<file path="src/hw/cad_pkg.sv">
package cad_pkg;

  // Data widths
  localparam int DATA_W   = 8;
  localparam int RESULT_W = 20;

  // Kernel geometry; one image bank per kernel column
  localparam int KSIZE     = 5;
  localparam int NUM_BANKS = KSIZE;

  // ------------------------------
  // Scalar and row types
  // ------------------------------
  typedef logic signed [DATA_W-1:0] pixel_t;

  typedef logic signed [RESULT_W-1:0] result_t;

  // Five horizontally adjacent taps, index 0 is the leftmost column
  typedef pixel_t [KSIZE-1:0] tap_row_t;

endpackage

</file>
<file path="src/hw/cad_ifs.sv">
`timescale 1ns/1ps

// Write port into one of the two stores, valid whenever en is high
interface mem_wr_if #(
  parameter int SLOT_W = 4,
  parameter int POS_W  = 3
);
  import cad_pkg::*;

  logic              en;
  logic [SLOT_W-1:0] slot;
  logic [POS_W-1:0]  row;
  logic [POS_W-1:0]  col;
  pixel_t            data;

  modport ctrl (output en, slot, row, col, data);
  modport mem  (input en, slot, row, col, data);
endinterface

// Row read request, data returns one cycle later on the memory's taps port
interface tap_rd_if #(
  parameter int SLOT_W = 4,
  parameter int POS_W  = 3
);
  logic              en;
  logic [SLOT_W-1:0] slot;
  logic [POS_W-1:0]  row;
  logic [POS_W-1:0]  col;

  modport ctrl (output en, slot, row, col);
  modport mem  (input en, slot, row, col);
endinterface

</file>
<file path="src/hw/kernel_mem.sv">
`timescale 1ns/1ps

module kernel_mem #(
  parameter int NUM_KER = 2
) (
  input  logic              clk,
  mem_wr_if.mem             wr,
  tap_rd_if.mem             rd,
  output cad_pkg::tap_row_t taps
);
  import cad_pkg::*;

  // One bank per kernel column, one word per kernel row
  localparam int DEPTH  = NUM_KER * KSIZE;
  localparam int ADDR_W = $clog2(DEPTH);

  pixel_t            mem [KSIZE][DEPTH];
  logic [ADDR_W-1:0] wr_addr;
  logic [ADDR_W-1:0] rd_addr;

  assign wr_addr = ADDR_W'(int'(wr.slot) * KSIZE + int'(wr.row));
  assign rd_addr = ADDR_W'(int'(rd.slot) * KSIZE + int'(rd.row));

  always_ff @(posedge clk)
  begin
    if (wr.en)
      mem[wr.col][wr_addr] <= wr.data;
    // All five weights of a row come back together
    if (rd.en)
    begin
      for (int k = 0; k < KSIZE; k++)
      begin
        taps[k] <= mem[k][rd_addr];
      end
    end
  end

endmodule

</file>
<file path="src/flat_wrapper.sv">
// flat-port wrapper written by rule: the top's interface ports become plain ports
module kernel_mem_flat import cad_pkg::*;
#(
  parameter int NUM_KER = 2
)
  (clk, taps, wr_en, wr_slot, wr_row, wr_col, wr_data, rd_en, rd_slot, rd_row, rd_col);
  mem_wr_if wr_i ();
  tap_rd_if rd_i ();
  input  logic clk;
  output cad_pkg::tap_row_t taps;
  input wire logic [$bits(wr_i.en)-1:0] wr_en;
  input wire logic [$bits(wr_i.slot)-1:0] wr_slot;
  input wire logic [$bits(wr_i.row)-1:0] wr_row;
  input wire logic [$bits(wr_i.col)-1:0] wr_col;
  input wire logic [$bits(wr_i.data)-1:0] wr_data;
  input wire logic [$bits(rd_i.en)-1:0] rd_en;
  input wire logic [$bits(rd_i.slot)-1:0] rd_slot;
  input wire logic [$bits(rd_i.row)-1:0] rd_row;
  input wire logic [$bits(rd_i.col)-1:0] rd_col;
  assign wr_i.en = wr_en;
  assign wr_i.slot = wr_slot;
  assign wr_i.row = wr_row;
  assign wr_i.col = wr_col;
  assign wr_i.data = wr_data;
  assign rd_i.en = rd_en;
  assign rd_i.slot = rd_slot;
  assign rd_i.row = rd_row;
  assign rd_i.col = rd_col;
  kernel_mem #(.NUM_KER(NUM_KER)) u_core (.clk(clk), .wr(wr_i), .rd(rd_i), .taps(taps));
endmodule
</file>
<file path="config.mk">
export PLATFORM = sky130hd
export DESIGN_NAME = kernel_mem_flat
export DESIGN_NICKNAME = d
export VERILOG_FILES = /design/src/hw/cad_pkg.sv /design/src/hw/cad_ifs.sv /design/src/hw/kernel_mem.sv /design/src/flat_wrapper.sv
export SDC_FILE = /design/constraint.sdc
export NUM_CORES = 1
export LEC_CHECK = 0
export BUFFER_PORTS_ARGS = -buffer_cell sky130_fd_sc_hd__buf_4
export CAP_MARGIN = 20
export CORE_MARGIN = 4
export CORE_UTILIZATION = 55
export CTS_BUF_LIST = sky130_fd_sc_hd__clkbuf_8 sky130_fd_sc_hd__clkbuf_16
export CTS_CLUSTER_SIZE = 40
export DETAILED_ROUTE_END_ITERATION = 16
export PLACE_DENSITY = 0.72
export RECOVER_POWER = 100
export SKIP_LAST_GASP = 1
export SYNTH_ARGS = -nofsm -noshare
export SYNTH_HDL_FRONTEND = slang
export SYNTH_SLANG_ARGS = --single-unit
</file>
<file path="constraint.sdc">
create_clock -name clk -period 4.63 [get_ports clk]
set_clock_uncertainty 0.15 [all_clocks]
set_input_delay 0.926 -clock clk [delete_from_list [all_inputs] [get_ports clk]]
set_output_delay 0.926 -clock clk [all_outputs]
set_load 0.005 [all_outputs]
</file>
==> flow_results.org <==
** Pwr
- Net switching is 22.6% of the power.
- Leakage power total :: 6.80 nW
- Power density over the cells :: 472 nW/um^2
- Per report_power, the sequential group accounts for 49.1% of the total.
- Combinational Power Share :: 12.0%
- Summed over all nets, the switching power comes to 0.00210 W.
- The clock network accounts for 38.8% of the total power.
- Maximum VDD drop :: 0.000328 V
- Internal power comes to 0.00720 W.

** Setup path
- Worst Setup End Kind :: register
- The endpoint identified for the worst register-to-register timing path is u_core.taps[23].
- The worst setup path is of the in -> reg kind.
- Worst R2R Setup Slack :: 2.89 ns
- The worst register-to-register path begins at u_core.mem[2][23].
- Largest fanout of any net on the critical path :: 22
- STA puts the critical path data required time at 4.88 ns.
- Depth of the worst register-to-register path :: 3
- For the worst setup path, the data arrival time is 4.40 ns.
- STA classifies the critical path startpoint as an input port.

** Synth
- The synthesized design contains 440 enable-type register cells.
- After synthesis the netlist holds a flip-flop and latch count of 440.
- Post-synthesis cell count :: 827
- Ys async rst share :: 0%
- Library cell with the largest summed area after synthesis :: edfxtp_1
- Among all flip-flop cells after synthesis, the most frequent one is edfxtp_1.
- Cells taking the most area after synthesis :: edfxtp_1, mux4_2, mux2i_1
- Summing every instance area after synthesis gives 17100 sq um.
- Number of distinct library cell variants in the gate-level netlist after synthesis :: 26
- The share of synthesized area in the top cell type comes to 77.4%.
- After synthesis, flip-flops and latches occupy 77.4% of the total area.
- Nets in the synthesized netlist :: 870
- For this run, the number of Yosys warnings is 0.
- Mean Syn Cell Area :: 20.6 sq um

** Floorplanning
- Die footprint :: 33900 sq um
- Row count :: 64
- The die is 184 um tall.
- In this run the horizontal extent of the chip is 184 um.
- Starting Density :: 55.8%
- Core outline area :: 30600 sq um
- Number of I/O pins :: 71

** Timing
- Pin slew with the least headroom to its limit :: 2.57 ns
- Top achievable clock speed :: 241 MHz
- The final max-slew violation count came to 449.
- The clock period could shrink to 4.15 ns.
- Setup repair after global routing left no endpoint under its margin.
- Summed negative setup slack over all endpoints :: 0 ns
- Setup violations remaining at the end of the flow were counted as 0.
- Worst-case headroom to the max-slew limit :: -71.3%
- Final Hold Violating Endpoints :: 0
- The final critical path takes up 89.6% of the cycle.

** Clocking
- TritonCTS built the clock tree.
- The tree is rooted in a clkbuf_16.
- In this run, post-CTS hold repair placed 0 buffers.
- Clock Latency Late Sink :: 0.54 ns
- Clock tree sinks :: 440
- The number of clock buffers added by TritonCTS is 44.
- Count of buffers added by post-CTS timing repair for setup :: 0
- Post-CTS clock slew at the launch and capture registers of the worst setup and hold paths :: 0.06 ns
- CTS-repair resized insts :: 0
- Clock Path Buffers :: 3
- In this run the number of H-tree levels came out at 2.

** Routing
- Total vias in the final route :: 8482
- Routed WL :: 34700 um
- Residual DRC count :: 0
- WL/cell :: 25.0 um
- Dividing the detail-routed via count by the number of cells gives 6.11.
- The first routing iteration left 824 violations.
- 1st-pass router iterations :: 5
- Count of nets left with antenna violations after detail routing :: 0

** GRT
- GR Overflow Total :: 0
- Global routing consumed, over all layers together, 20.9% of the routing resources.
- Largest net degree at the start of global routing :: 81
- The number of antenna violations at the first check in global routing is 0.
- Number of global-route vias before repair :: 8821
- The first global-routing pass estimated 53100 um of wire.

** Cells and area
- Filler Cell Count :: 2140
- Diode insertion count for antenna repair :: 0
- Multi-input logic area :: 3660 sq um
- Final standard cell utilization of the core :: 64.5%
- Registers take 13200 sq um.
- Compared with the post-synthesis result, the final layout area differs by 15.5%.
- The post-route netlist has 22.9% of its cells at a drive strength greater than 1.
- After the last flow step, the layout net total stands at 1002.
- Number of non-filler instances in the completed layout :: 1389

** Run status
- Result of the run :: finished with violations
- The checks that failed: max-capacitance violations, max-slew violations.

** Place
- The wire-length estimate of the detail-placed layout is 19500 um.
- # port buffers :: 67
- After detailed placement, the design holds a cell count of 1309.
- Final weighted congestion in routability-driven placement :: 0.736

** Min path
- The worst hold path terminates at u_core.taps[18].
- Along the worst hold path, the cell count comes to 3.
- In this run the most critical hold path is launched from u_core.mem[2][2].
- The tightest min-delay check is of the reg -> reg type.

** Flow run
- Max-cap violations in this run came to 9.
## layer usage
metal  routed length [um]  track usage [%]
met5                    0                0
met1                14600             29.7
met2                17200             34.3
met4                  721             5.24
met3                 2200             3.75
## state kept, by name, indices dropped and copies added, names as in the netlist
signal       flops
u_core.taps     40
u_core.mem     400
## power by group through the flow
stage                     Combinational [W]  Sequential (W)  Clock [W]
after detailed placement            0.00116         0.00465          0
after global placement              0.00115         0.00465          0
after global routing                0.00120         0.00458    0.00386
after CTS                           0.00117         0.00457    0.00368
final                               0.00112         0.00457    0.00361
after floorplan                    0.000651         0.00466          0
## cell families (layout without fill, tap and decap cells)
group | after synthesis | in the layout | share of synthesized area (%)
flip-flops | 440 | 440 | 77.4
AND/OR/NAND/NOR | 159 | 159 | 4.94
multiplexers | 120 | 120 | 12.9
buffers and inverters | 50 | 216 | 1.28
AO/OA/AOI/OAI | 40 | 40 | 2.05
adder cells (fa/ha/maj) | 12 | 12 | 0.967
XOR/XNOR | 6 | 6 | 0.476
## synth_stat cells, types with 3 or more instances
| cell type | instances |
|---|---|
| nor4_1 | 12 |
| xnor2_1 | 4 |
| ha_1 | 10 |
| nand2b_1 | 3 |
| and3_1 | 40 |
| nand2_1 | 11 |
| edfxtp_1 | 440 |
| nor2_1 | 31 |
| buf_2 | 13 |
| or2_2 | 3 |
| mux4_2 | 80 |
| nor3_1 | 48 |
| clkbuf_1 | 33 |
| buf_4 | 4 |
| a211o_1 | 40 |
| nor2b_1 | 3 |
| mux2i_1 | 40 |
## worst max-delay path by stage
stage | from | end | slack [ns] | cells after the start
final | rd_slot[0] | u_core.taps[27] | 0.48 | 9
after global routing | wr_slot[0] | u_core.mem[2][49] | 0.34 | 10
after CTS | wr_slot[0] | u_core.mem[0][22] | 0.87 | 10
after detailed placement | wr_slot[0] | u_core.mem[0][17] | 0.33 | 10
after global placement | wr_slot[0] | u_core.mem[0][17] | 0.40 | 10
after floorplan | wr_slot[0] | u_core.mem[4][48] | 0.41 | 8
## cell usage in the layout, fill, tap and decap left out, types with 3 or more instances in the layout
cell type,n
a211o_1,40
clkbuf_16,46
nor4_1,12
edfxtp_1,440
inv_1,9
bufinv_16,7
buf_4,35
nor2b_1,3
nor3_1,48
mux2i_1,40
ha_1,8
nand2b_1,3
nand2_1,11
clkbuf_4,36
and3_1,40
clkbuf_1,59
buf_12,5
mux4_2,80
nor2_1,31
xnor2_1,4
clkinv_1,7
clkinv_2,8
## layout make-up
| class | count | area share [%] |
|---|---|---|
| clock inverter | 34 | 1.73 |
| clock buffer | 46 | 5.84 |
| tap | 396 | 2.51 |
| multi-input combinational | 337 | 18.6 |
| sequential | 440 | 67.0 |
| timing repair buffer | 136 | 4.36 |
## stage by stage
step	area (sq um)	hold slack (ns)	setup slack, ns	total power [W]
after floorplan	17100	0.536	0.406	0.00531
after global placement	18500	0.548	0.398	0.00579
after detailed placement	18500	0.569	0.335	0.00581
after CTS	20000	0.581	0.868	0.00941
after global routing	19700	0.621	0.336	0.00964
final	19700	0.582	0.480	0.00930
## worst max-delay path, cell delays in order
cell      delay (ns)
clkbuf_1        0.11
ha_1            0.30
ha_1            0.30
fa_1            0.43
xnor2_1         0.15
xnor3_2         0.35
nor2b_2         1.14
buf_4           0.47
a211o_1         0.21
(Power assumes the default switching activity.)
