[src/hw/cad_pkg.sv]
package cad_pkg;

  // Data widths
  localparam int DATA_W   = 8;
  localparam int RESULT_W = 20;

  // Kernel geometry; one image bank per kernel column
  localparam int KSIZE     = 5;
  localparam int NUM_BANKS = KSIZE;

  // ------------------------------
  // Scalar and row types
  // ------------------------------
  typedef logic signed [DATA_W-1:0] pixel_t;

  typedef logic signed [RESULT_W-1:0] result_t;

  // Five horizontally adjacent taps, index 0 is the leftmost column
  typedef pixel_t [KSIZE-1:0] tap_row_t;

endpackage

[src/hw/serial_out.sv]
`timescale 1ns/1ps

module serial_out (
  input  logic             clk,
  input  logic             rst_n,
  input  cad_pkg::result_t res,
  input  logic             res_valid,
  output logic             slot_free,
  output logic             out_valid,
  output logic             out_value
);
  import cad_pkg::*;

  localparam int CNT_W = $clog2(RESULT_W);

  result_t             buf_q;
  logic                buf_full;
  logic [RESULT_W-1:0] sh_q;
  logic [CNT_W-1:0]    bit_cnt;
  logic                busy;
  logic                last_bit;
  logic                load;

  assign last_bit = busy && bit_cnt == CNT_W'(RESULT_W - 1);
  // Buffer moves on when the shifter is idle or finishing, so results run back to back
  assign load     = buf_full && (!busy || last_bit);

  always_ff @(posedge clk or negedge rst_n)
  begin
    if (!rst_n)
    begin
      buf_full <= 1'b0;
      busy     <= 1'b0;
      bit_cnt  <= '0;
    end
    else
    begin
      buf_full <= res_valid || (buf_full && !load);
      if (load)
      begin
        busy    <= 1'b1;
        bit_cnt <= '0;
      end
      else if (last_bit)
        busy <= 1'b0;
      else if (busy)
        bit_cnt <= bit_cnt + 1'b1;
    end
  end

  always_ff @(posedge clk)
  begin
    if (res_valid)
      buf_q <= res;
    if (load)
      sh_q <= buf_q;
    else if (busy)
      sh_q <= sh_q >> 1;
  end

  // No new window while anything is held, the one in flight still needs a place
  assign slot_free = !buf_full && !busy;
  assign out_valid = busy;
  assign out_value = busy && sh_q[0];

endmodule

[config.mk]
export PLATFORM = sky130hd
export DESIGN_NAME = serial_out
export DESIGN_NICKNAME = d
export VERILOG_FILES = /design/src/hw/cad_pkg.sv /design/src/hw/serial_out.sv
export SDC_FILE = /design/constraint.sdc
export NUM_CORES = 1
export LEC_CHECK = 0
export BUFFER_PORTS_ARGS = -buffer_cell sky130_fd_sc_hd__buf_2
export CORE_ASPECT_RATIO = 1.2
export CORE_MARGIN = 5
export CORE_UTILIZATION = 40
export CTS_BUF_LIST = sky130_fd_sc_hd__clkbuf_16
export DETAILED_ROUTE_END_ITERATION = 7
export RECOVER_POWER = 50
export SYNTH_ARGS = -nofsm -noshare
export SYNTH_HDL_FRONTEND = slang
export SYNTH_SLANG_ARGS = --single-unit
[constraint.sdc]
create_clock -name clk -period 2.6 [get_ports clk]
set_clock_uncertainty 0.05 [all_clocks]
set_input_delay 0.26 -clock clk [delete_from_list [all_inputs] [get_ports clk]]
set_output_delay 0.26 -clock clk [all_outputs]
set_load 0.02 [all_outputs]
==> impl_metrics.yaml, run 1 <==
critical_path:
  crit_arrival_ns: 1.97
  r2r_cells: 5
  cp-start-kind: "flip-flop"
  crit_type: "reg -> reg"
  critical_path_required_ns: 2.57
  cp-end-kind: "flip-flop"
  path_max_fanout: 19
timing:
  setup_violations: 0
  period_share_pct: 76.74
  max_freq_mhz: 501.2
  finalSetupTns_ns: 0
  rsz0062_at_grt: "no"
  hold_violations: 0
  drv_slew: 0
  post-route-min-period_ns: 1.995
  relSlewSlack_pct: 24.37
  tightest_slew_ns: 1.134
yosys:
  synthArstFlopShare_pct: 14.89
  ys_types: 27
  ys_seq_area_share_pct: 74.32
  synthCells: 99
  synth_edf_count: 40
  ys.flop_type: "edfxtp_1"
  synth_top_area_share_pct: 64.86
  ys_seq_elements: 47
  yosys_warnings: 0
  syn-mean-instance-area_um2: 18.70
  synthTopCellsByArea: "edfxtp_1 65%, dfrtp_1 9.5%, mux2_4 8.1%"
  syn_nets: 123
  netlist_area_um2: 1852
  yosysTopAreaCell: "edfxtp_1"
cells_and_area:
  nNetsFinal: 156
  final_util_pct: 48.40
  layout_common_cells: "40 x edfxtp_1, 23 x buf_2, 10 x mux2_4"
  area_delta_synth_final_pct: 18.31
  layout-drive-gt1-share_pct: 38.35
  final_common_cell: "edfxtp_1"
  num_antenna_cells: 0
floorplan:
  die_w_um: 72.11
  die_h_um: 84.54
  die_area_um2: 6096
  pin_count: 26
  core_um2: 4527
  start_util_pct: 40.91
  rows: 27
global_routing:
  grt_max_degree: 22
  grt_pass1_vias: 983
  grt_antenna_before_repair: 0
  grt.overflow.total: 0
  grt_pass1_wl_mm: 4.485
  grt_use_total_pct: 9.601
clocking:
  clk_latency_ns: 0.28
  h-tree-depth: 2
  cts_resized: 0
  cts_tree: "yes"
  clock-sinks: 47
  root_buffer: "clkbuf_16"
  clockBufferDepth: 2
  numCtsBuffers: 5
  clk_pin_slew_ns: 0.06
flow_run:
  max_cap_viol_count: 0
routing:
  firstDrtPassIters: 4
  drtIter0Drc: 23
  drcViolationCount: 0
  routed_wl_mm: 2.707
  avgRoutedWirePerCell_um: 14.17
  viasPerCell: 4.754
  ant_nets: 0
  vias: 908
power:
  p_leak_uw: 0.0009094
  peakVddDrop_mv: 0.5179
  powerDensity_nw_per_um2: 689.2
min_path:
  hold_depth: 1
  hold_class: "in -> reg"
placement:
  dp_hpwl_mm: 1.887
  globalplace.congestion: 0.7037
  port_buffers: 25
outcome:
  status: "finished clean"
sequential cells by signal, indices dropped and copies added (netlist names):
register,cells
out_valid,1
sh_q,20
buf_q,20
buf_full,1
bit_cnt,5
synthesized netlist by cell type, types with 2 or more instances:
master,n
edfxtp_1,40
inv_1,3
nand2b_1,2
mux2_4,10
mux2_1,2
o21ai_0,4
nor2b_1,2
dfrtp_1,7
nand2_1,5
mux2_2,7
routing by layer:
layer  vias up  GRT usage, %  part of all wire, %
li1        439             -                    -
met1       444         11.50                   44
met2        21         15.49                   49
met3         4         3.713                  5.8
met4         0         3.590                  1.5
met5         -             0                    0
path summary, 6_finish.rpt:
check	end	startpoint	slack, ns
min in group asynchronous	bit_cnt[1]	rst_n	0.35
max in group asynchronous	bit_cnt[2]	rst_n	1.88
worst min-delay path	buf_q[9]	res[9]	0.10
worst max register to register	sh_q[6]	bit_cnt[0]	0.60
worst max-delay path	sh_q[6]	bit_cnt[0]	0.60
worst min register to register	bit_cnt[0]	bit_cnt[0]	0.49
where the power goes:
group,switching [uW],internal [uW]
logic,18.5,27.0
registers,12.8,863
clock network,239,350
total,271,1240
stage by stage:
step	std cells	power [uW]	area (um^2)	hold WS (ns)	setup slack [ns]
after floorplan	99	902.7	1852	-0.08559	0.6910
after global placement	182	933.5	2042	0.04784	0.6546
after detailed placement	182	937.6	2042	0.05076	0.5898
after CTS	191	1532	2193	0.09892	0.5797
after global routing	191	1566	2191	0.09756	0.5106
final	191	1510	2191	0.1047	0.6048
cell families (layout without fill, tap and decap cells):
kind of cell | count (synthesis) | in the layout | synth area share, %
AOI/OAI and AO/OA | 10 | 10 | 3.987
DFF | 47 | 47 | 74.32
xor gates and xnor gates | 2 | 2 | 0.9461
muxes | 19 | 19 | 13.58
and+or+nand+nor | 16 | 16 | 5.068
adders and majority gates | 1 | 1 | 0.6756
buffers and inverters | 4 | 38 | 1.419
worst max-delay path, stage by stage (launching register included):
cell      delay, ns
dfrtp_1        0.41
ha_1           0.26
and4bb_4       0.23
o21ai_4        0.11
buf_4          0.30
mux2_1         0.37
layout make-up:
class / count / area [um^2]
Clock inverter: 3 / 16.27
Sequential cell: 47 / 1376
Fill cell: 426 / 2336
Timing Repair Buffer: 27 / 140.1
Multi-Input combinational cell: 48 / 449.2
Inverter: 3 / 11.26
Clock buffer: 5 / 125.1
Tap cell: 58 / 72.57
timing repair:
item | in CTS | in global routing
hold buffers | 1 | 0
setup buffers | 0 | 0
endpoints found under the hold margin | 7 | 0
(Power assumes the default switching activity.)
==> inputs of run 2 (changes only) <==
Settings changed: ABC_AREA from default to 1.
Clock period 2.6 ns to 1.9 ns, I/O delays scaled along.
==> run 2 against run 1 <==
  * Combinational power increased by 21%
  * Clock-buffer cell count did not move
  * First-iteration DRC count rose to 3.0 times the previous value
  * Power rose by 36%
  * Via count increased by 21%
  * Critical endpoint is now sh_q[2]
==> impl_metrics.yaml, run 2 <==
outcome:
  status: "finished clean"
power:
  pwr-share-clk_pct: 39.0
  powerDensity_nw_per_um2: 949.2
  power_uw: 2052
  swShare_pct: 18.20
  p_sw_uw: 373.5
  pwr-share-seq_pct: 58.3
  p_int_uw: 1679
  peakVddDrop_mv: 0.4792
  combPwrFrac_pct: 2.7
  p_leak_uw: 0.0009394
critical_path:
  rrSetupSlack_ns: 0.14
  cp-endpoint: "sh_q[2]"
  r2r_cells: 8
  critical_path_required_ns: 1.88
  cp-start-kind: "flip-flop"
  crit_type: "reg -> reg"
  worstSetupStartpoint: "bit_cnt[0]"
  r2r_end: "sh_q[2]"
  crit_arrival_ns: 1.75
  cp-end-kind: "flip-flop"
  path_max_fanout: 25
  r2r-start: "bit_cnt[0]"
timing:
  fin_hold_ws_ns: 0.03231
  setup_violations: 0
  finalSetupTns_ns: 0
  rsz0062_at_grt: "no"
  final.setup.worst_slack_ns: 0.1369
  drv_slew: 0
  hold_violations: 0
  max_freq_mhz: 567.2
  relSlewSlack_pct: 28.21
  period_share_pct: 92.80
  tightest_slew_ns: 1.077
  post-route-min-period_ns: 1.763
yosys:
  synthArstFlopShare_pct: 14.89
  ys_seq_area_share_pct: 74.37
  netlist_area_um2: 1851
  yosys_warnings: 0
  synthTopCellsByArea: "edfxtp_1 65%, dfrtp_1 9.5%, nand2_1 9.1%"
  synth_top_area_share_pct: 64.91
  ys_types: 20
  ys_seq_elements: 47
  synthCells: 145
  syn-mean-instance-area_um2: 12.76
  synth_most_common_cell: "nand2_1"
  ys.flop_type: "edfxtp_1"
  yosysTopAreaCell: "edfxtp_1"
  synthTopCellsByCount: "45 x nand2_1, 40 x edfxtp_1, 26 x nand3_1"
  synth_edf_count: 40
  syn_nets: 169
routing:
  avgRoutedWirePerCell_um: 12.31
  viasPerCell: 4.712
  routed_wl_mm: 2.869
  vias: 1098
  drtIter0Drc: 70
  drcViolationCount: 0
  ant_nets: 0
  firstDrtPassIters: 4
flow_run:
  max_cap_viol_count: 0
placement:
  dp_hpwl_mm: 1.923
  port_buffers: 25
  place_ws_ns: 0.1571
  globalplace.congestion: 0.6827
cells_and_area:
  final_util_pct: 47.76
  area_delta_synth_final_pct: 16.84
  layout-drive-gt1-share_pct: 20.57
  layout_common_cells: "45 x nand2_1, 40 x edfxtp_1, 26 x nand3_1"
  nNetsFinal: 198
  top_regs: "buf_q (20), sh_q (20), bit_cnt (5)"
  final_common_cell: "nand2_1"
  num_antenna_cells: 0
clocking:
  clock-sinks: 47
  clockBufferDepth: 2
  clk_latency_ns: 0.28
  h-tree-depth: 2
  holdBufCountCts: 1
  post-cts-setup-buffer-count: 0
  cts_resized: 0
  numCtsBuffers: 5
  root_buffer: "clkbuf_16"
  clk_pin_slew_ns: 0.06
  cts_tree: "yes"
floorplan:
  core_um2: 4527
  die_h_um: 84.51
  rows: 27
  die_area_um2: 6092
  start_util_pct: 40.88
  die_w_um: 72.09
  pin_count: 26
global_routing:
  grt_pass1_wl_mm: 4.974
  grt_antenna_before_repair: 0
  grt_pass1_vias: 1118
  grt_max_degree: 26
  grt_use_total_pct: 10.75
  grt.overflow.total: 0
min_path:
  hold_class: "in -> reg"
  hold_depth: 1
[run 2: logic make-up after synthesis]
kind of cell / share of synthesized area, %
fa+ha+maj: 0.6760
simple gates: 20.28
flops: 74.37
buf+inv: 3.989
compound gates: 0.6760
[run 2: worst min-delay path by stage]
stage                 start          to
floorplan             rst_n  bit_cnt[0]
global placement      rst_n  bit_cnt[4]
detailed placement    rst_n  bit_cnt[2]
CTS                 res[18]   buf_q[18]
global route         res[6]    buf_q[6]
finish              res[14]   buf_q[14]
[run 2: layer usage]
layer | up-vias | routed length (um) | GRT usage [%]
met4 | 0 | 53 | 6.496
met1 | 515 | 1213 | 11.60
met2 | 20 | 1460 | 17.98
li1 | 558 | - | -
met5 | - | 0 | 0
met3 | 5 | 141 | 3.473
[run 2: critical path, stage by stage (launching register included)]
cell and delay (ns):
dfrtp_1 0.39, ha_1 0.23, nand2_1 0.07, clkinv_1 0.06, nand2_2 0.08, nand2_4 0.24
nand2_4 0.22, nand2_1 0.12, nand2_1 0.06
[run 2: stage by stage]
stage	instances	area (um^2)
after floorplan	145	1851
after global placement	224	2019
after detailed placement	224	2019
after CTS	233	2166
after global routing	233	2162
final	233	2162
[run 2: power by group through the flow]
stage               registers [uW]  clock network (uW)  logic [uW]
floorplan                     1210                   0        18.8
global placement              1220                   0        52.6
detailed placement            1220                   0        55.5
CTS                           1200                 824        57.2
global route                  1200                 879        64.1
finish                        1200                 801        54.9
[run 2: layout make-up]
class                   count  area, um^2
clock inverters             3       11.26
flip-flops and latches     47        1376
well taps                  58       72.57
repair buffers             29       153.9
multi-input cells          85       400.4
fillers                   428        2365
clock buffers               5       125.1
inverters                   6       22.52
==> inputs of run 3 (changes only) <==
==> constraint.sdc (replaced) <==
create_clock -name clk -period 2.27 [get_ports clk]
set_clock_uncertainty 0.05 [all_clocks]
set_input_delay 0.1135 -clock clk [delete_from_list [all_inputs] [get_ports clk]]
set_output_delay 0.1135 -clock clk [all_outputs]
set_load 0.02 [all_outputs]
==> run 3 against run 2 <==
  * Highest routed layer unchanged
  * Sequential power is 17% lower
  * Sequential cell count stayed put
  * Combinational power is 33% higher
  * Die area stayed put
==> impl_metrics.yaml, run 3 (synthesis results as in run 2) <==
outcome:
  status: "finished clean"
floorplan:
  start_util_pct: 40.88
  rows: 27
  die_h_um: 84.51
  core_um2: 4527
  pin_count: 26
  die_area_um2: 6092
  die_w_um: 72.09
cells_and_area:
  top_regs: "buf_q (20), sh_q (20), bit_cnt (5)"
  area_delta_synth_final_pct: 27.25
  final_common_cell: "nand2_1"
  num_antenna_cells: 0
  multi_input_area_um2: 400.4
  nFillCells: 412
  register_area_um2: 1376
  nNetsFinal: 217
  layout_common_cells: "45 x nand2_1, 40 x edfxtp_1, 26 x nand3_1"
  layout-drive-gt1-share_pct: 18.04
timing:
  relSlewSlack_pct: 24.83
  hold_violations: 0
  post-route-min-period_ns: 1.782
  rsz0062_at_grt: "no"
  tightest_slew_ns: 1.128
  period_share_pct: 78.50
  max_freq_mhz: 561.2
  fin_hold_ws_ns: 0.2015
  drv_slew: 0
  setup_violations: 0
  finalSetupTns_ns: 0
flow_run:
  max_cap_viol_count: 0
global_routing:
  grt_antenna_before_repair: 0
  grt_pass1_wl_mm: 5.119
  grt_pass1_vias: 1210
  grt_max_degree: 26
  grt_use_total_pct: 10.94
  grt.overflow.total: 0
placement:
  port_buffers: 25
  globalplace.congestion: 0.7033
  dp_hpwl_mm: 1.929
power:
  powerDensity_nw_per_um2: 737.5
  peakVddDrop_mv: 0.5201
  p_leak_uw: 0.001019
critical_path:
  r2r_end: "sh_q[12]"
  r2r_cells: 8
  rrSetupSlack_ns: 0.49
  path_max_fanout: 25
  cp-end-kind: "flip-flop"
  critical_path_required_ns: 2.25
  crit_type: "reg -> reg"
  cp-start-kind: "flip-flop"
  r2r-start: "bit_cnt[0]"
  worstSetupStartpoint: "bit_cnt[0]"
  crit_arrival_ns: 1.77
routing:
  vias: 1206
  routed_wl_mm: 3.015
  avgRoutedWirePerCell_um: 11.96
  drtIter0Drc: 63
  ant_nets: 0
  drcViolationCount: 0
  firstDrtPassIters: 6
  viasPerCell: 4.786
clocking:
  clk_latency_ns: 0.28
  h-tree-depth: 2
  post-cts-setup-buffer-count: 0
  clock-sinks: 47
  cts_resized: 0
  clockBufferDepth: 2
  root_buffer: "clkbuf_16"
  holdBufCountCts: 21
  clk_pin_slew_ns: 0.06
  cts_tree: "yes"
  numCtsBuffers: 5
min_path:
  hold_class: "in -> async"
## run 3: changes by cell type in the layout (fill, tap and decap cells not counted)
cell	previous run	this run
buf_4	3	2
dlygate4sd3_1	1	21
## run 3: layout make-up
class / instances / area share, %
timing repair buffer: 48 / 14.72
tap: 58 / 3.082
clock buffer: 5 / 5.313
inverter: 6 / 0.9564
sequential: 47 / 58.45
multi-input combinational: 85 / 17.00
clock inverter: 3 / 0.4782
## run 3: worst max-delay path, cell delays in order (launching register included)
cell	delay, ns
dfrtp_1	0.39
ha_1	0.23
nand2_1	0.07
clkinv_1	0.06
nand2_2	0.08
nand2_4	0.24
nand2_4	0.22
nand2_1	0.14
nand2_1	0.06
## run 3: worst max path at each step
stage,endpoint,slack [ns]
3_5_place_dp,sh_q[12],0.51
3_3_place_gp,sh_q[12],0.58
2_1_floorplan,sh_q[0],0.53
4_1_cts,sh_q[12],0.49
6_report,sh_q[12],0.49
5_1_grt,sh_q[17],0.32
## run 3: per-stage QoR
| step | setup WS (ns) | std cells | power [uW] | utilization, % | area [um^2] |
|---|---|---|---|---|---|
| floorplan | 0.5321 | 145 | 1030 | - | 1851 |
| detailed placement | 0.5110 | 223 | 1066 | 44.44 | 2012 |
| CTS | 0.4862 | 252 | 1758 | 52.10 | 2359 |
| global placement | 0.5839 | 223 | 1062 | 44.44 | 2012 |
| finish | 0.4880 | 252 | 1737 | 52.02 | 2355 |
| global route | 0.3164 | 252 | 1803 | 52.02 | 2355 |
## run 3: metal layers
metal	GRT usage, %	up-vias	wire (um)
li1	-	597	-
met1	12.12	564	1239
met2	18.64	39	1572
met3	3.353	6	155
met4	5.470	0	46
met5	0	-	0
## run 3: report_power, final
part | total, uW | internal, uW | switching (uW) | leakage [uW]
combinational | 72.8 | 43.9 | 28.9 | 0.000445
sequential | 1000 | 988 | 13.8 | 0.000504
clock | 662 | 395 | 267 | 0.0000701
