## config.mk

```make
export PLATFORM = sky130hd
export DESIGN_NAME = cad_ctrl_flat
export DESIGN_NICKNAME = d
export VERILOG_FILES = /design/src/hw/cad_pkg.sv /design/src/hw/cad_ifs.sv /design/src/hw/cad_ctrl.sv /design/src/flat_wrapper.sv
export SDC_FILE = /design/constraint.sdc
export NUM_CORES = 1
export LEC_CHECK = 0
export BUFFER_PORTS_ARGS = -buffer_cell sky130_fd_sc_hd__buf_2
export CORE_AREA = 2 2 65 67
export DETAILED_ROUTE_END_ITERATION = 8
export DIE_AREA = 0 0 67 69
export PLACE_DENSITY_LB_ADDON = 0.12
export SETUP_SLACK_MARGIN = 0.5
export SKIP_LAST_GASP = 1
export SLEW_MARGIN = 20
export SYNTH_ARGS = -nofsm -noshare
export SYNTH_HDL_FRONTEND = slang
export SYNTH_SLANG_ARGS = --single-unit
```

## constraint.sdc

```tcl
create_clock -name clk -period 4.6 [get_ports clk]
set_input_delay 0.23 -clock clk [delete_from_list [all_inputs] [get_ports clk]]
set_output_delay 0.23 -clock clk [all_outputs]
set_load 0.05 [all_outputs]
```

## src/hw/cad_pkg.sv

```systemverilog
package cad_pkg;

  // Data widths
  localparam int DATA_W   = 8;
  localparam int RESULT_W = 20;

  // Kernel geometry; one image bank per kernel column
  localparam int KSIZE     = 5;
  localparam int NUM_BANKS = KSIZE;

  // ------------------------------
  // Scalar and row types
  // ------------------------------
  typedef logic signed [DATA_W-1:0] pixel_t;

  typedef logic signed [RESULT_W-1:0] result_t;

  // Five horizontally adjacent taps, index 0 is the leftmost column
  typedef pixel_t [KSIZE-1:0] tap_row_t;

endpackage

```

## src/hw/cad_ifs.sv

```systemverilog
`timescale 1ns/1ps

// Write port into one of the two stores, valid whenever en is high
interface mem_wr_if #(
  parameter int SLOT_W = 4,
  parameter int POS_W  = 3
);
  import cad_pkg::*;

  logic              en;
  logic [SLOT_W-1:0] slot;
  logic [POS_W-1:0]  row;
  logic [POS_W-1:0]  col;
  pixel_t            data;

  modport ctrl (output en, slot, row, col, data);
  modport mem  (input en, slot, row, col, data);
endinterface

// Row read request, data returns one cycle later on the memory's taps port
interface tap_rd_if #(
  parameter int SLOT_W = 4,
  parameter int POS_W  = 3
);
  logic              en;
  logic [SLOT_W-1:0] slot;
  logic [POS_W-1:0]  row;
  logic [POS_W-1:0]  col;

  modport ctrl (output en, slot, row, col);
  modport mem  (input en, slot, row, col);
endinterface

```

## src/hw/cad_ctrl.sv

```systemverilog
`timescale 1ns/1ps

module cad_ctrl #(
  parameter int IMG_SIZE  = 8,
  parameter int NUM_IMG   = 2,
  parameter int NUM_KER   = 2,
  parameter int NUM_QUERY = 2
) (
  input  logic            clk,
  input  logic            rst_n,
  input  logic            in_valid,
  input  cad_pkg::pixel_t matrix,
  input  logic            in_valid2,
  input  logic [3:0]      matrix_idx,
  input  logic            slot_free,
  mem_wr_if.ctrl          img_wr,
  mem_wr_if.ctrl          ker_wr,
  tap_rd_if.ctrl          img_rd,
  tap_rd_if.ctrl          ker_rd,
  output logic            acc_first
);
  import cad_pkg::*;

  localparam int POS_W   = $clog2(IMG_SIZE);
  localparam int QRY_W   = $clog2(NUM_QUERY + 1);
  localparam int WIN_END = IMG_SIZE - KSIZE;

  localparam logic [1:0] ST_IDLE     = 2'd0;
  localparam logic [1:0] ST_LOAD     = 2'd1;
  localparam logic [1:0] ST_WAIT_IDX = 2'd2;
  localparam logic [1:0] ST_PROC     = 2'd3;

  logic [1:0]       state;
  logic [1:0]       state_nxt;
  logic             loading;
  logic             load_done;
  logic             ld_ker;
  logic [3:0]       ld_slot;
  logic [3:0]       slot_lim;
  logic [POS_W-1:0] ld_row;
  logic [POS_W-1:0] ld_col;
  logic [POS_W-1:0] ld_lim;
  logic             idx_half;
  logic [3:0]       img_idx;
  logic [3:0]       ker_idx;
  logic [QRY_W-1:0] qry_cnt;
  logic [POS_W-1:0] win_x;
  logic [POS_W-1:0] win_y;
  logic [POS_W-1:0] krow;
  logic             rd_go;
  logic             scan_done;

  // ------------------------------
  // Phase FSM
  // ------------------------------
  always_comb
  begin
    state_nxt = state;
    case (state)
      ST_IDLE:     if (in_valid) state_nxt = ST_LOAD;
      ST_LOAD:     if (load_done) state_nxt = ST_WAIT_IDX;
      ST_WAIT_IDX: if (in_valid2 && idx_half) state_nxt = ST_PROC;
      default:
      begin
        if (scan_done)
          state_nxt = (qry_cnt == QRY_W'(NUM_QUERY - 1)) ? ST_IDLE : ST_WAIT_IDX;
      end
    endcase
  end

  always_ff @(posedge clk or negedge rst_n)
  begin
    if (!rst_n)
      state <= ST_IDLE;
    else
      state <= state_nxt;
  end

  // ------------------------------
  // Load pointers
  // ------------------------------
  // First pixel is sampled while still idle, so pointers rest at zero there
  assign loading   = in_valid && (state == ST_IDLE || state == ST_LOAD);
  assign ld_lim    = ld_ker ? POS_W'(KSIZE - 1) : POS_W'(IMG_SIZE - 1);
  assign slot_lim  = ld_ker ? 4'(NUM_KER - 1) : 4'(NUM_IMG - 1);
  assign load_done = loading && ld_ker && ld_col == ld_lim && ld_row == ld_lim
                     && ld_slot == slot_lim;

  always_ff @(posedge clk or negedge rst_n)
  begin
    if (!rst_n)
    begin
      ld_ker  <= 1'b0;
      ld_slot <= '0;
      ld_row  <= '0;
      ld_col  <= '0;
    end
    else if (loading)
    begin
      if (ld_col != ld_lim)
        ld_col <= ld_col + 1'b1;
      else
      begin
        ld_col <= '0;
        if (ld_row != ld_lim)
          ld_row <= ld_row + 1'b1;
        else
        begin
          ld_row <= '0;
          if (ld_slot != slot_lim)
            ld_slot <= ld_slot + 1'b1;
          else
          begin
            // Images done -> kernels, kernels done -> back to images
            ld_slot <= '0;
            ld_ker  <= !ld_ker;
          end
        end
      end
    end
  end

  assign img_wr.en   = loading && !ld_ker;
  assign img_wr.slot = ld_slot;
  assign img_wr.row  = ld_row;
  assign img_wr.col  = ld_col;
  assign img_wr.data = matrix;

  assign ker_wr.en   = loading && ld_ker;
  assign ker_wr.slot = ld_slot;
  assign ker_wr.row  = ld_row;
  assign ker_wr.col  = ld_col;
  assign ker_wr.data = matrix;

  // ------------------------------
  // Index latch and query count
  // ------------------------------
  always_ff @(posedge clk or negedge rst_n)
  begin
    if (!rst_n)
    begin
      idx_half <= 1'b0;
      img_idx  <= '0;
      ker_idx  <= '0;
      qry_cnt  <= '0;
    end
    else
    begin
      if (state == ST_WAIT_IDX && in_valid2)
      begin
        if (!idx_half)
          img_idx <= matrix_idx;
        else
          ker_idx <= matrix_idx;
        idx_half <= !idx_half;
      end
      if (scan_done)
        qry_cnt <= (qry_cnt == QRY_W'(NUM_QUERY - 1)) ? '0 : qry_cnt + 1'b1;
    end
  end

  // ------------------------------
  // Window scan
  // ------------------------------
  // Stall only at kernel row 0, a started window always runs its five reads
  assign rd_go     = (state == ST_PROC) && (krow != '0 || slot_free);
  assign scan_done = rd_go && krow == POS_W'(KSIZE - 1)
                     && win_x == POS_W'(WIN_END) && win_y == POS_W'(WIN_END);

  always_ff @(posedge clk or negedge rst_n)
  begin
    if (!rst_n)
    begin
      krow  <= '0;
      win_x <= '0;
      win_y <= '0;
    end
    else if (rd_go)
    begin
      if (krow != POS_W'(KSIZE - 1))
        krow <= krow + 1'b1;
      else
      begin
        krow <= '0;
        if (win_x != POS_W'(WIN_END))
          win_x <= win_x + 1'b1;
        else
        begin
          win_x <= '0;
          win_y <= (win_y != POS_W'(WIN_END)) ? win_y + 1'b1 : '0;
        end
      end
    end
  end

  assign img_rd.en   = rd_go;
  assign img_rd.slot = img_idx;
  assign img_rd.row  = win_y + krow;
  assign img_rd.col  = win_x;

  assign ker_rd.en   = rd_go;
  assign ker_rd.slot = ker_idx;
  assign ker_rd.row  = krow;
  assign ker_rd.col  = '0;

  assign acc_first = rd_go && krow == '0;

endmodule

```

## src/flat_wrapper.sv

```systemverilog
// flat-port wrapper written by rule: the top's interface ports become plain ports
module cad_ctrl_flat import cad_pkg::*;
#(
  parameter int IMG_SIZE  = 8,
  parameter int NUM_IMG   = 2,
  parameter int NUM_KER   = 2,
  parameter int NUM_QUERY = 2
)
  (clk, rst_n, in_valid, matrix, in_valid2, matrix_idx, slot_free, acc_first, img_wr_en, img_wr_slot, img_wr_row, img_wr_col, img_wr_data, ker_wr_en, ker_wr_slot, ker_wr_row, ker_wr_col, ker_wr_data, img_rd_en, img_rd_slot, img_rd_row, img_rd_col, ker_rd_en, ker_rd_slot, ker_rd_row, ker_rd_col);
  mem_wr_if img_wr_i ();
  mem_wr_if ker_wr_i ();
  tap_rd_if img_rd_i ();
  tap_rd_if ker_rd_i ();
  input  logic clk;
  input  logic rst_n;
  input  logic in_valid;
  input  cad_pkg::pixel_t matrix;
  input  logic in_valid2;
  input  logic [3:0] matrix_idx;
  input  logic slot_free;
  output logic acc_first;
  output wire logic [$bits(img_wr_i.en)-1:0] img_wr_en;
  output wire logic [$bits(img_wr_i.slot)-1:0] img_wr_slot;
  output wire logic [$bits(img_wr_i.row)-1:0] img_wr_row;
  output wire logic [$bits(img_wr_i.col)-1:0] img_wr_col;
  output wire logic [$bits(img_wr_i.data)-1:0] img_wr_data;
  output wire logic [$bits(ker_wr_i.en)-1:0] ker_wr_en;
  output wire logic [$bits(ker_wr_i.slot)-1:0] ker_wr_slot;
  output wire logic [$bits(ker_wr_i.row)-1:0] ker_wr_row;
  output wire logic [$bits(ker_wr_i.col)-1:0] ker_wr_col;
  output wire logic [$bits(ker_wr_i.data)-1:0] ker_wr_data;
  output wire logic [$bits(img_rd_i.en)-1:0] img_rd_en;
  output wire logic [$bits(img_rd_i.slot)-1:0] img_rd_slot;
  output wire logic [$bits(img_rd_i.row)-1:0] img_rd_row;
  output wire logic [$bits(img_rd_i.col)-1:0] img_rd_col;
  output wire logic [$bits(ker_rd_i.en)-1:0] ker_rd_en;
  output wire logic [$bits(ker_rd_i.slot)-1:0] ker_rd_slot;
  output wire logic [$bits(ker_rd_i.row)-1:0] ker_rd_row;
  output wire logic [$bits(ker_rd_i.col)-1:0] ker_rd_col;
  assign img_wr_en = img_wr_i.en;
  assign img_wr_slot = img_wr_i.slot;
  assign img_wr_row = img_wr_i.row;
  assign img_wr_col = img_wr_i.col;
  assign img_wr_data = img_wr_i.data;
  assign ker_wr_en = ker_wr_i.en;
  assign ker_wr_slot = ker_wr_i.slot;
  assign ker_wr_row = ker_wr_i.row;
  assign ker_wr_col = ker_wr_i.col;
  assign ker_wr_data = ker_wr_i.data;
  assign img_rd_en = img_rd_i.en;
  assign img_rd_slot = img_rd_i.slot;
  assign img_rd_row = img_rd_i.row;
  assign img_rd_col = img_rd_i.col;
  assign ker_rd_en = ker_rd_i.en;
  assign ker_rd_slot = ker_rd_i.slot;
  assign ker_rd_row = ker_rd_i.row;
  assign ker_rd_col = ker_rd_i.col;
  cad_ctrl #(.IMG_SIZE(IMG_SIZE), .NUM_IMG(NUM_IMG), .NUM_KER(NUM_KER), .NUM_QUERY(NUM_QUERY)) u_core (.clk(clk), .rst_n(rst_n), .in_valid(in_valid), .matrix(matrix), .in_valid2(in_valid2), .matrix_idx(matrix_idx), .slot_free(slot_free), .img_wr(img_wr_i), .ker_wr(ker_wr_i), .img_rd(img_rd_i), .ker_rd(ker_rd_i), .acc_first(acc_first));
endmodule
```

==> metrics.md <==
| Metric | Value |
|---|---|
| Status | finished clean |
| Final ANT Viol Nets | 0 |
| CP max FO | 3 |
| DRT Pass-1 Iters | 4 |
| Dpl hpwl | ~2.6 mm |
| Rows | 23 |
| Largest family of logic cells by synthesized area | buffers and inverters |
| Post-cts resize count | 0 |
| Layout area overhead | 7.638% |
| Post-synthesis mux area share | 9.166% |
| Final Skew | about 0.0052 ns |
| Vias in the first global route | between 1000 and 1500 |
| WP data required | 4.37 ns |
| Warnings, synthesis | 0 |
| P_int | roughly 0.75 mW |
| RR Endpoint | u_core.state[1]$_DFFE_PN0P_ |
| Initial antenna violation count | 0 |
| H-tree depth | 2 |
| Final TNS setup | 0 ns |
| Tot Pwr | 1.583 mW |
| Slew Limit Headroom | 50.78% |
| Post-synth EDFFs | 0 |
| Area leader, netlist | dfrtp_1 |
| Core area | 3914 sq um |
| Clk slew on worst S/H paths | 0.06 ns |
| Switching power | between 0.8 and 0.9 mW |
| DR WL/cell | 13.16 microns |
| Via density | 5.062 |
| Hold Crit Class | input port to async pin |
| Worst Max-Slew Pin Slew | between 0.7 and 0.8 ns |
| CTS tree | built |
| Worst setup margin | 2.527 ns |
| Via count | 1316 |
| FFs w/ async S/R, synth | 100.0% |
| Routability cong. | 0.8135 |
| First-pass GRT wire length | 5.837 mm |
| Main flop type after synthesis | dfrtp_1 |
| Max Cap Viol | 0 |
| Setup Fix Bufs, Post-CTS | 0 |
| Post-Syn Area per Cell | 10.63 sq um |
| Yosys reg bits | 33 |
| Path type of the worst setup path | register to primary output |
| Fmax | 482.4 MHz |
| Num CTS Buffers | 5 |
| Most frequent cells in the layout | buf_2, dfrtp_1, nand2_1 |
| Mapped Area | 1966 sq um |
| Total GRT Usage | 16.29% |
| Hold Fails Final Rpt | 0 |
| Gate power share | 57.0% |
| Pin count of the biggest net entering global routing | 34 |
| Final period util | 45.07% |
| Switching part of the total | between 50% and 60% |
| Post-synthesis compound-gate area fraction | 6.365% |
| Diodes inserted | 0 |
| Ports | 78 |
| # DRC | 0 |
| Mapped Cells | 185 |
| Post-synthesis sequential area ratio | 42.01% |
| Final setup fails | 0 |
| Global route overflow | 0 |
| Final nets | 240 |
| Min cycle time layout | just over 2 ns |
| Post-Synth XOR/XNOR Area | ~4.0% |
| RSZ-0062 raised after global routing | false |
| Post-Route WL | 3.422 mm |
| Maximum root-to-sink buffer count | 2 |
| Sink Count | 33 |
| FF-to-FF setup slack | 2.61 ns |
| Simple-Gate Fraction of Synth Area | 14.26% |
| IO buf count | 50 |
| DRT iter0 DRCs | between 50 and 60 |
| Synth Area in Adders | 8.657% |
| Worst r2r src | u_core.ker_rd.row[1]$_DFFE_PN0N_ |
| Pwr dens | 748.0 nW/um^2 |
| Leak | 1.149 nW |
| Final core utilization | 54.06% |
| Startpoint types | register |
| Share of Yosys cell area claimed by the top area cell type | a little over two fifths |
| Root Buffer | clkbuf_8 |
| R2R depth | 7 |
| Worst EP arrival | 1.84 ns |
| IR Drop Worst-Case VDD | between 0.0004 and 0.0005 V |
| Final Max Slew Viols | 0 |
| Skew-Pair Late Insertion Delay | 0.28 ns |
| Setup Slack @ Placement | 2.614 ns |
| Die Width | 67 microns |
| Sequential power share | 29.3% |
| Hold slack | between 0.01 and 0.015 ns |
| Clock network power share | between 10% and 20% |
| Hold buffer count at CTS | 0 |
| Die ar. | 4623 sq um |
| CP Capture Type | primary output |
| Initial Util | ~50% |
| Synth area leaders | dfrtp_1, buf_4, ha_1 |
| Share of layout cells above drive strength 1 | 36.19% |
| Synth unique cells | 39 |
| Die Y | around 69 microns |
| Commonest non-fill, non-tap cell in the layout | buf_2 |
[cell usage after synthesis, types with 2 or more instances]
master / number
a21boi_0: 2
o22ai_1: 3
nand3_1: 7
mux2i_1: 3
nand4_1: 2
ha_1: 12
or2_2: 2
a21oi_1: 2
dfrtp_1: 33
mux2_2: 12
buf_4: 30
o21ai_0: 7
xor2_1: 5
nor2_1: 9
xnor2_1: 4
inv_1: 12
nand2b_1: 3
buf_6: 2
nand2_1: 15
[flip-flops by register name, indices dropped and copies added (netlist names)]
name	count
u_core.state	2
u_core.qry_cnt	2
u_core.ld_ker	1
u_core.idx_half	1
u_core.ker_rd.row	3
u_core.img_rd.col	3
u_core.img_wr.col	3
u_core.win_y	3
u_core.img_wr.slot	4
u_core.ker_rd.slot	4
u_core.img_wr.row	3
u_core.img_rd.slot	4
[cells by family (layout without fill, tap and decap cells)]
logic type,count (synthesis),after routing
xor+xnor,9,9
mux,16,16
other cells,1,3
flops,33,33
fa+ha+maj,13,13
simple gates,48,48
compound gates,19,19
buf+inv,46,69
[layer usage]
metal | vias up | share of wire [%] | track usage, %
met5 | - | 0 | 0
met4 | 0 | 1.1 | 6.803
met3 | 11 | 6.7 | 5.383
met2 | 39 | 50 | 25.74
met1 | 638 | 43 | 20.06
li1 | 628 | - | -
[cell type report]
type	instances	area [sq um]
fill	372	1798
multi-input combinational	108	845.8
sequential	33	825.8
timing repair buffer	50	250.2
clock buffer	7	86.33
tap	50	62.56
inverter	12	45.04
[worst max-delay path: stages (launching register included)]
cell and delay [ns]:
dfrtp_1 0.39, ha_1 0.16, inv_1 0.04, fa_1 0.37, xor2_1 0.17, xnor2_1 0.14, buf_2 0.29
[worst max-delay path by stage]
stage | startpoint | cells after the start | end | slack (ns)
after floorplan | u_core.ker_rd.row[1]$_DFFE_PN0N_ | 5 | acc_first | 1.96
after global placement | u_core.ker_rd.row[1]$_DFFE_PN0N_ | 7 | u_core.state[1]$_DFFE_PN0P_ | 2.73
after detailed placement | u_core.ker_rd.row[1]$_DFFE_PN0N_ | 7 | u_core.state[1]$_DFFE_PN0P_ | 2.61
after CTS | u_core.win_y[0]$_DFFE_PN0P_ | 6 | img_rd_row[2] | 2.52
after global routing | u_core.ker_rd.row[0]$_DFFE_PN0N_ | 6 | img_rd_row[2] | 2.36
final | u_core.win_y[0]$_DFFE_PN0P_ | 6 | img_rd_row[2] | 2.53
[through the flow]
step | std cells | instance area, sq um
after detailed placement | 253 | 2029
after global routing | 260 | 2116
after CTS | 260 | 2116
after floorplan | 187 | 1973
after global placement | 253 | 2029
final | 260 | 2116
[power by group through the flow]
stage                     Clock [mW]  Sequential, mW  Combinational, mW
after floorplan                    0           0.684              0.561
after global placement             0           0.462              0.890
after detailed placement           0           0.470              0.908
after CTS                      0.226           0.465              0.912
after global routing           0.239           0.483              0.969
final                          0.217           0.464              0.902
(Power assumes the default switching activity.)
